<file path="src/design/div_pkg.sv">
package div_pkg;

  // Operand and bus widths.
  localparam int unsigned XLEN   = 64;
  localparam int unsigned APB_AW = 8;
  localparam int unsigned APB_DW = 32;

  // Bit 0 selects unsigned, bit 1 selects remainder.
  typedef enum logic [1:0] {
    DivOpDiv  = 2'b00,
    DivOpDivu = 2'b01,
    DivOpRem  = 2'b10,
    DivOpRemu = 2'b11
  } div_op_e;

  // Register map, byte addresses.
  localparam logic [APB_AW-1:0] REG_A_LO   = 8'h00;
  localparam logic [APB_AW-1:0] REG_A_HI   = 8'h04;
  localparam logic [APB_AW-1:0] REG_B_LO   = 8'h08;
  localparam logic [APB_AW-1:0] REG_B_HI   = 8'h0C;
  localparam logic [APB_AW-1:0] REG_CTRL   = 8'h10;
  localparam logic [APB_AW-1:0] REG_STATUS = 8'h14;
  localparam logic [APB_AW-1:0] REG_RES_LO = 8'h18;
  localparam logic [APB_AW-1:0] REG_RES_HI = 8'h1C;

  // The op field sits in bits 1:0 of REG_CTRL.
  localparam int unsigned CTRL_WORD_BIT = 2;

  localparam int unsigned STAT_BUSY_BIT = 0;
  localparam int unsigned STAT_DONE_BIT = 1;

endpackage

</file>
<file path="src/design/div_serial.sv">
module div_serial (
  input  logic                      clk_i,
  input  logic                      rst_ni,

  input  logic [div_pkg::XLEN-1:0]  operand_a_i,
  input  logic [div_pkg::XLEN-1:0]  operand_b_i,
  input  div_pkg::div_op_e          req_op_i,
  input  logic                      req_word_i,
  input  logic                      req_valid_i,
  output logic                      req_ready_o,

  output logic [div_pkg::XLEN-1:0]  resp_value_o,
  output logic                      resp_valid_o
);

  import div_pkg::*;

  logic            op_unsigned;
  logic [XLEN-1:0] a_ext;
  logic [XLEN-1:0] b_ext;
  logic            a_sign;
  logic            b_sign;
  logic [XLEN-1:0] a_mag;
  logic [XLEN-1:0] b_mag;
  logic [XLEN-1:0] a_rev_full;
  logic [XLEN-1:0] a_rev;

  // Low is idle, high means an iteration is in progress.
  logic                    run_q, run_d;
  logic [$clog2(XLEN)-1:0] iter_q, iter_d;

  logic [XLEN-1:0] a_q, a_d;
  logic [XLEN-1:0] b_q, b_d;
  logic [XLEN-1:0] quo_q, quo_d;
  logic [XLEN-1:0] rem_q, rem_d;
  logic            quo_neg_q, quo_neg_d;
  logic            rem_neg_q, rem_neg_d;
  logic            word_q, word_d;
  logic            use_rem_q, use_rem_d;
  logic            out_valid;
  logic [XLEN-1:0] out_value;

  assign op_unsigned = req_op_i[0];

  // In word mode the low halves are extended first, so the rest of the
  // datapath sees a plain 64-bit value.
  always_comb begin
    if (req_word_i) begin
      a_ext = op_unsigned ? {{(XLEN/2){1'b0}}, operand_a_i[XLEN/2-1:0]}
                          : {{(XLEN/2){operand_a_i[XLEN/2-1]}}, operand_a_i[XLEN/2-1:0]};
      b_ext = op_unsigned ? {{(XLEN/2){1'b0}}, operand_b_i[XLEN/2-1:0]}
                          : {{(XLEN/2){operand_b_i[XLEN/2-1]}}, operand_b_i[XLEN/2-1:0]};
    end else begin
      a_ext = operand_a_i;
      b_ext = operand_b_i;
    end

    a_sign = !op_unsigned && a_ext[XLEN-1];
    b_sign = !op_unsigned && b_ext[XLEN-1];
    a_mag  = a_sign ? -a_ext : a_ext;
    b_mag  = b_sign ? -b_ext : b_ext;

    for (int i = 0; i < XLEN; i++) begin
      a_rev_full[i] = a_mag[XLEN-1-i];
    end
    // A word magnitude fits in the low half, so its reversed bits land high.
    a_rev = req_word_i ? (a_rev_full >> (XLEN/2)) : a_rev_full;
  end

  assign req_ready_o = !run_q;

  always_comb begin
    run_d     = run_q;
    iter_d    = iter_q;
    a_d       = a_q >> 1;
    b_d       = b_q;
    quo_d     = {quo_q[XLEN-2:0], 1'b0};
    rem_d     = {rem_q[XLEN-2:0], a_q[0]};
    quo_neg_d = quo_neg_q;
    rem_neg_d = rem_neg_q;
    word_d    = word_q;
    use_rem_d = use_rem_q;
    out_valid = 1'b0;
    out_value = '0;

    if (!run_q) begin
      if (req_valid_i) begin
        run_d     = 1'b1;
        iter_d    = req_word_i ? {1'b0, {($clog2(XLEN)-1){1'b1}}} : '1;
        a_d       = a_rev;
        b_d       = b_mag;
        quo_d     = '0;
        rem_d     = '0;
        // A zero divisor yields an all-ones quotient that must stay unsigned.
        quo_neg_d = (a_sign ^ b_sign) && (b_mag != '0);
        rem_neg_d = a_sign;
        word_d    = req_word_i;
        use_rem_d = req_op_i[1];
      end
    end else begin
      iter_d = iter_q - 1'b1;

      if (rem_d >= b_q) begin
        rem_d    = rem_d - b_q;
        quo_d[0] = 1'b1;
      end

      if (iter_q == '0) begin
        run_d     = 1'b0;
        out_valid = 1'b1;
        if (use_rem_q) begin
          out_value = rem_neg_q ? -rem_d : rem_d;
        end else begin
          out_value = quo_neg_q ? -quo_d : quo_d;
        end
        if (word_q) begin
          out_value = {{(XLEN/2){out_value[XLEN/2-1]}}, out_value[XLEN/2-1:0]};
        end
      end
    end
  end

  always_ff @(posedge clk_i or negedge rst_ni) begin
    if (!rst_ni) begin
      run_q        <= 1'b0;
      iter_q       <= '0;
      resp_valid_o <= 1'b0;
    end else begin
      run_q        <= run_d;
      iter_q       <= iter_d;
      resp_valid_o <= out_valid;
    end
  end

  always_ff @(posedge clk_i) begin
    a_q       <= a_d;
    b_q       <= b_d;
    quo_q     <= quo_d;
    rem_q     <= rem_d;
    quo_neg_q <= quo_neg_d;
    rem_neg_q <= rem_neg_d;
    word_q    <= word_d;
    use_rem_q <= use_rem_d;
    if (out_valid) begin
      resp_value_o <= out_value;
    end
  end

  // The requester must wait for the divider to go idle.
  assert property (@(posedge clk_i) disable iff (!rst_ni) req_valid_i |-> req_ready_o);

  assert property (@(posedge clk_i) disable iff (!rst_ni) resp_valid_o |=> !resp_valid_o);

endmodule

</file>
<file path="src/design/div_apb_regs.sv">
module div_apb_regs (
  input  logic                        clk_i,
  input  logic                        rst_ni,

  input  logic                        psel_i,
  input  logic                        penable_i,
  input  logic                        pwrite_i,
  input  logic [div_pkg::APB_AW-1:0]  paddr_i,
  input  logic [div_pkg::APB_DW-1:0]  pwdata_i,
  output logic [div_pkg::APB_DW-1:0]  prdata_o,
  output logic                        pready_o,
  output logic                        pslverr_o,

  output logic [div_pkg::XLEN-1:0]    div_a_o,
  output logic [div_pkg::XLEN-1:0]    div_b_o,
  output div_pkg::div_op_e            div_op_o,
  output logic                        div_word_o,
  output logic                        div_valid_o,
  input  logic                        div_ready_i,
  input  logic [div_pkg::XLEN-1:0]    div_value_i,
  input  logic                        div_resp_valid_i
);

  import div_pkg::*;

  logic            access;
  logic            addr_ok;
  logic            ctrl_err;
  logic            wr_ok;
  logic            start;

  logic [XLEN-1:0] a_q;
  logic [XLEN-1:0] b_q;
  logic [XLEN-1:0] res_q;
  div_op_e         op_q;
  logic            word_q;
  logic            busy_q;
  logic            done_q;
  logic            valid_q;

  assign access = psel_i && penable_i;

  // Read data and address check come straight from the address.
  always_comb begin
    addr_ok  = 1'b1;
    prdata_o = '0;
    case (paddr_i)
      REG_A_LO:   prdata_o = a_q[APB_DW-1:0];
      REG_A_HI:   prdata_o = a_q[XLEN-1:APB_DW];
      REG_B_LO:   prdata_o = b_q[APB_DW-1:0];
      REG_B_HI:   prdata_o = b_q[XLEN-1:APB_DW];
      REG_CTRL: begin
        prdata_o[1:0]          = op_q;
        prdata_o[CTRL_WORD_BIT] = word_q;
      end
      REG_STATUS: begin
        prdata_o[STAT_BUSY_BIT] = busy_q;
        prdata_o[STAT_DONE_BIT] = done_q;
      end
      REG_RES_LO: prdata_o = res_q[APB_DW-1:0];
      REG_RES_HI: prdata_o = res_q[XLEN-1:APB_DW];
      default:    addr_ok = 1'b0;
    endcase
  end

  // A new division cannot be started over one that is still running.
  assign ctrl_err  = pwrite_i && (paddr_i == REG_CTRL) && busy_q;
  assign pslverr_o = access && (!addr_ok || ctrl_err);
  assign pready_o  = 1'b1;

  assign wr_ok = access && pwrite_i && !pslverr_o;
  assign start = wr_ok && (paddr_i == REG_CTRL);

  always_ff @(posedge clk_i or negedge rst_ni) begin
    if (!rst_ni) begin
      a_q     <= '0;
      b_q     <= '0;
      res_q   <= '0;
      op_q    <= DivOpDiv;
      word_q  <= 1'b0;
      busy_q  <= 1'b0;
      done_q  <= 1'b0;
      valid_q <= 1'b0;
    end else begin
      valid_q <= start;

      if (wr_ok) begin
        case (paddr_i)
          REG_A_LO: a_q[APB_DW-1:0]    <= pwdata_i;
          REG_A_HI: a_q[XLEN-1:APB_DW] <= pwdata_i;
          REG_B_LO: b_q[APB_DW-1:0]    <= pwdata_i;
          REG_B_HI: b_q[XLEN-1:APB_DW] <= pwdata_i;
          default: ;
        endcase
      end

      if (start) begin
        op_q   <= div_op_e'(pwdata_i[1:0]);
        word_q <= pwdata_i[CTRL_WORD_BIT];
        busy_q <= 1'b1;
        done_q <= 1'b0;
      end

      if (div_resp_valid_i) begin
        res_q  <= div_value_i;
        busy_q <= 1'b0;
        done_q <= 1'b1;
      end
    end
  end

  assign div_a_o     = a_q;
  assign div_b_o     = b_q;
  assign div_op_o    = op_q;
  assign div_word_o  = word_q;
  assign div_valid_o = valid_q;

  // The request is only raised once the divider has gone idle.
  assert property (@(posedge clk_i) disable iff (!rst_ni) div_valid_o |-> div_ready_i);

  assert property (@(posedge clk_i) disable iff (!rst_ni) div_resp_valid_i |-> busy_q);

endmodule

</file>
<file path="src/design/div_unit_top.sv">
module div_unit_top (
  input  logic                        clk_i,
  input  logic                        rst_ni,

  input  logic                        psel_i,
  input  logic                        penable_i,
  input  logic                        pwrite_i,
  input  logic [div_pkg::APB_AW-1:0]  paddr_i,
  input  logic [div_pkg::APB_DW-1:0]  pwdata_i,
  output logic [div_pkg::APB_DW-1:0]  prdata_o,
  output logic                        pready_o,
  output logic                        pslverr_o
);

  import div_pkg::*;

  logic [XLEN-1:0] div_a;
  logic [XLEN-1:0] div_b;
  div_op_e         div_op;
  logic            div_word;
  logic            div_valid;
  logic            div_ready;
  logic [XLEN-1:0] div_value;
  logic            div_resp_valid;

  div_apb_regs i_regs (
    .clk_i           (clk_i),
    .rst_ni          (rst_ni),
    .psel_i          (psel_i),
    .penable_i       (penable_i),
    .pwrite_i        (pwrite_i),
    .paddr_i         (paddr_i),
    .pwdata_i        (pwdata_i),
    .prdata_o        (prdata_o),
    .pready_o        (pready_o),
    .pslverr_o       (pslverr_o),
    .div_a_o         (div_a),
    .div_b_o         (div_b),
    .div_op_o        (div_op),
    .div_word_o      (div_word),
    .div_valid_o     (div_valid),
    .div_ready_i     (div_ready),
    .div_value_i     (div_value),
    .div_resp_valid_i(div_resp_valid)
  );

  div_serial i_div (
    .clk_i       (clk_i),
    .rst_ni      (rst_ni),
    .operand_a_i (div_a),
    .operand_b_i (div_b),
    .req_op_i    (div_op),
    .req_word_i  (div_word),
    .req_valid_i (div_valid),
    .req_ready_o (div_ready),
    .resp_value_o(div_value),
    .resp_valid_o(div_resp_valid)
  );

endmodule

</file>
<file path="config.mk">
export PLATFORM = sky130hd
export DESIGN_NAME = div_unit_top
export DESIGN_NICKNAME = d
export VERILOG_FILES = /design/src/design/div_pkg.sv /design/src/design/div_serial.sv /design/src/design/div_apb_regs.sv /design/src/design/div_unit_top.sv
export SDC_FILE = /design/constraint.sdc
export NUM_CORES = 1
export LEC_CHECK = 0
export BUFFER_PORTS_ARGS = -buffer_cell sky130_fd_sc_hd__buf_2
export CORE_ASPECT_RATIO = 1.5
export CORE_MARGIN = 4
export CORE_UTILIZATION = 55
export DETAILED_ROUTE_END_ITERATION = 12
export GPL_TIMING_DRIVEN = 0
export PLACE_DENSITY = 0.71
export SYNTH_ARGS = -nofsm -noshare
export SYNTH_HDL_FRONTEND = slang
export SYNTH_SLANG_ARGS = --single-unit
</file>
<file path="constraint.sdc">
create_clock -name clk_i -period 8.25 [get_ports clk_i]
set_input_delay 0.4125 -clock clk_i [delete_from_list [all_inputs] [get_ports clk_i]]
set_output_delay 0.4125 -clock clk_i [all_outputs]
set_load 0.01 [all_outputs]
</file>
==> run metrics <==
status finished, final reports clean; Net Sw Frac 0.2240; Detail Placement HPWL 109500 um; leading register cell type out of synthesis dfrtp_1; Crit Path Max Fanout 19; die height 306.2 um; routed vias/inst 6.646; XOR/XNOR share of the synthesized area 0.07121; f_max 0.1259 GHz; CTS H-Tree Depth 2; critical path capture point type flip-flop; post-route clock period utilization 0.9624; All-Layer GR Usage 0.4259; R2R depth 26; cell with the most instances after synthesis nand2_1; DR DRC count 0; GR Util met1 0.4582; area grow syn2layout 9.920%; Sequential Power Share 0.509; Nets 3884; Reg-to-Reg End i_div.resp_value_o[60]; CORE AREA 58780 um^2; Int Power 4.067 mW; hold path depth 2; max_slew headroom 0.05464; hold path startpoint pwdata_i[3]; Longest Clk Path Bufs 3; total net switching power 1.174 mW; Final WS setup 0.3102 ns; GRT met2 Usage 0.7126; # diodes 0; RR Startpoint i_div.b_q[37]; CTS root buf clkbuf_16; YS warnings 0; final hold vios 0; GR peak layer met2; Clock Pin Slew Worst Setup and Hold Paths 0.07 ns; CTS tree yes; clock sinks 528; Mapped Area 32590 um^2; post-route design area 35830 um^2; grt met3 use 0.06507; total routed wirelength 137800 um; row cnt 109; Avg Inst Size Synth 8.962 um^2; router iterations before antenna repair 5; vias 30487; vias in the first global route 30435; Comb pwr share 0.025; Setup-failing EPs final 0; most used cell, CP buf_2; I/O pins 79; DR WL/cell 30.05 um; VDD IR-drop max 0.1956 mV; compound-cell area share of the yosys netlist 0.1938; placed instance area 34070 um^2; slew at the pin closest to its max-slew limit 1.410 ns; clock group share of total power 0.467; largest family of logic cells by synthesized area compound AO/OA/AOI/OAI gates; Filler cells 5401; most instantiated cells after synthesis nand2_1, nor2_1, o21ai_0, a21oi_1, dfrtp_1; Initial Util 0.5545; slowest stage delay, CP 0.50 ns; final slew viol count 0; mux contribution to synthesized area 0.09417; post-synthesis simple-gate area fraction 0.1774; Min Clock Period, post-route 7.940 ns; Final ANT Viol Nets 0; Die ar. 63300 um^2; Fin Clk Skew 0.03164 ns; Yosys top cell by area dfrtp_1; PD cells 146.3 nW/um^2; Seq/Total Area, Yosys 0.3965; share of post-route cells with drive strength above 1 0.1202; Leak Pwr 15.49 nW; clk_lat worst skew 0.61 ns; Synth top area share 0.1582; first-pass GRT wire length 198700 um; GPL Wtd Cong 1.052; initial antenna violation count 4; drt initial violations 2798; PortBufs 77; WP data arrival 8.32 ns; die width 206.8 um; number of flops mapped to enable cells by yosys 132; post-synth cell types 92; syn nets 3752; R2R Setup Slk 0.31 ns; Crit Path Category flip-flop to flip-flop; Crit-path slowest cell or4_1; GR Overflow Total 0; worst slack, placed -1.129 ns; largest net degree at the start of global routing 110; async set-reset flop share out of synthesis 0.3902; CTS buffer count 49; Startpoint Class flip-flop; Worst Hold Path EP i_regs.div_a_o[3]; Synth Area in Adders 0.02710; Worst EP required 8.63 ns; Layout Utilization 0.6095; synth top area cells dfrtp_1, edfxtp_1, dfxtp_1, mux2_2, nand2_1; flops & latches, synth 528; HP Class primary input to flip-flop; post-synthesis cell count 3637; max-cap violations 0
[through the flow]
step	hold slack (ns)	instances	setup TNS [ns]	total power, mW
6_report	0.1014	4587	0	5.241
5_1_grt	0.1133	4587	-0.01176	5.343
4_1_cts	0.09064	4587	0	5.245
3_5_place_dp	0.4116	4495	-6.742	2.845
3_3_place_gp	0.4088	4491	-6.947	2.844
2_1_floorplan	0.1169	3637	0	2.775
[placed cells by master, fill, tap and decap left out, drive strengths merged, types with 11 or more instances in the layout]
| master | instances |
|---|---|
| and3 | 16 |
| edfxtp | 132 |
| nand4 | 49 |
| a21oi | 228 |
| buf | 134 |
| or4 | 36 |
| clkbuf | 242 |
| o211ai | 29 |
| or2 | 26 |
| mux2 | 197 |
| nor2 | 296 |
| nor4 | 39 |
| a22o | 50 |
| or3 | 53 |
| o31ai | 55 |
| a22oi | 11 |
| inv | 102 |
| a211oi | 44 |
| dfrtp | 206 |
| nand2 | 393 |
| dfxtp | 190 |
| xor2 | 109 |
| o21ai | 268 |
| o41ai | 30 |
| o22ai | 41 |
| nor2b | 72 |
| ha | 69 |
| a221o | 32 |
| and2 | 15 |
| mux2i | 85 |
| nand3 | 45 |
| a31oi | 31 |
| nor3 | 91 |
| a311oi | 11 |
| clkinv | 18 |
| nand2b | 19 |
| a21o | 25 |
| xnor2 | 156 |
| o21a | 12 |
| a2111oi | 11 |
[layer usage]
metal	vias up	wire, um	share of wire
met5	-	9	0.000065
met4	2	16410	0.12
met3	614	8760	0.064
met2	1508	65400	0.47
met1	14759	47250	0.34
li1	13604	-	-
[state kept, by name, indices dropped and copies added (netlist names), 2 cells and up]
signal,cells
i_div.a_q,64
i_div.b_q,64
i_div.iter_q,6
i_div.quo_q,63
i_div.rem_q,63
i_div.resp_value_o,64
i_regs.div_a_o,64
i_regs.div_b_o,64
i_regs.div_op_o,2
i_regs.res_q,64
[cell type report]
type	instances	area, um^2	share of cell area
multi-input cells	2776	18420	0.5142
flip-flops and latches	528	12920	0.3607
clock buffers	66	1371	0.03828
well taps	777	972.2	0.02714
plain buffers	228	917.1	0.02560
repair buffers	83	506.7	0.01414
inverters	103	387.9	0.01083
clock inverters	26	325.3	0.009080
[worst max-delay path, delay by kind of cell, from the launching register on]
kind                     cells  cell delay [ns]
AO/OA/AOI/OAI                8             2.48
buffers and inverters        8             2.16
AND/OR/NAND/NOR              7             1.93
adder cells (fa/ha/maj)      2             0.47
flip-flops                   1             0.38
XOR/XNOR                     1             0.27
[power groups by stage]
stage / combinational [mW] / clock [mW] / sequential, mW
floorplan: 0.0576 / 0 / 2.72
global placement: 0.122 / 0 / 2.72
detailed placement: 0.124 / 0 / 2.72
CTS: 0.126 / 2.45 / 2.67
global route: 0.137 / 2.54 / 2.67
finish: 0.129 / 2.45 / 2.67
[worst max-delay path by stage]
| stage | cells past startpoint | to | start | slack, ns |
|---|---|---|---|---|
| after floorplan | 27 | i_div.resp_value_o[60] | i_div.b_q[53] | 2.46 |
| after global placement | 27 | i_div.resp_value_o[60] | i_div.b_q[37] | -1.08 |
| after detailed placement | 27 | i_div.resp_value_o[60] | i_div.b_q[37] | -1.13 |
| after CTS | 26 | i_div.resp_value_o[60] | i_div.b_q[37] | 0.005 |
| after global routing | 26 | i_div.resp_value_o[60] | i_div.b_q[37] | -0.01 |
| final | 26 | i_div.resp_value_o[60] | i_div.b_q[37] | 0.31 |
[cell families (layout without fill, tap and decap cells)]
kind of cell / after synthesis / in the layout
adder cells (fa/ha/maj): 70 / 70
flip-flops: 528 / 528
AND/OR/NAND/NOR: 1194 / 1194
buffers and inverters: 333 / 506
AO/OA/AOI/OAI: 964 / 964
XOR/XNOR: 265 / 265
other: 1 / 1
multiplexers: 282 / 282
[what timing repair did]
item | 4_1_cts | 5_1_grt
buffers inserted | 0 | 1
endpoints found under the setup margin | 18 | 11
gates resized for setup | 6 | 6
pin swaps | 0 | 1
hold endpoints to repair | 97 | 0
hold buffers | 1 | 0
(Power assumes the default switching activity.)
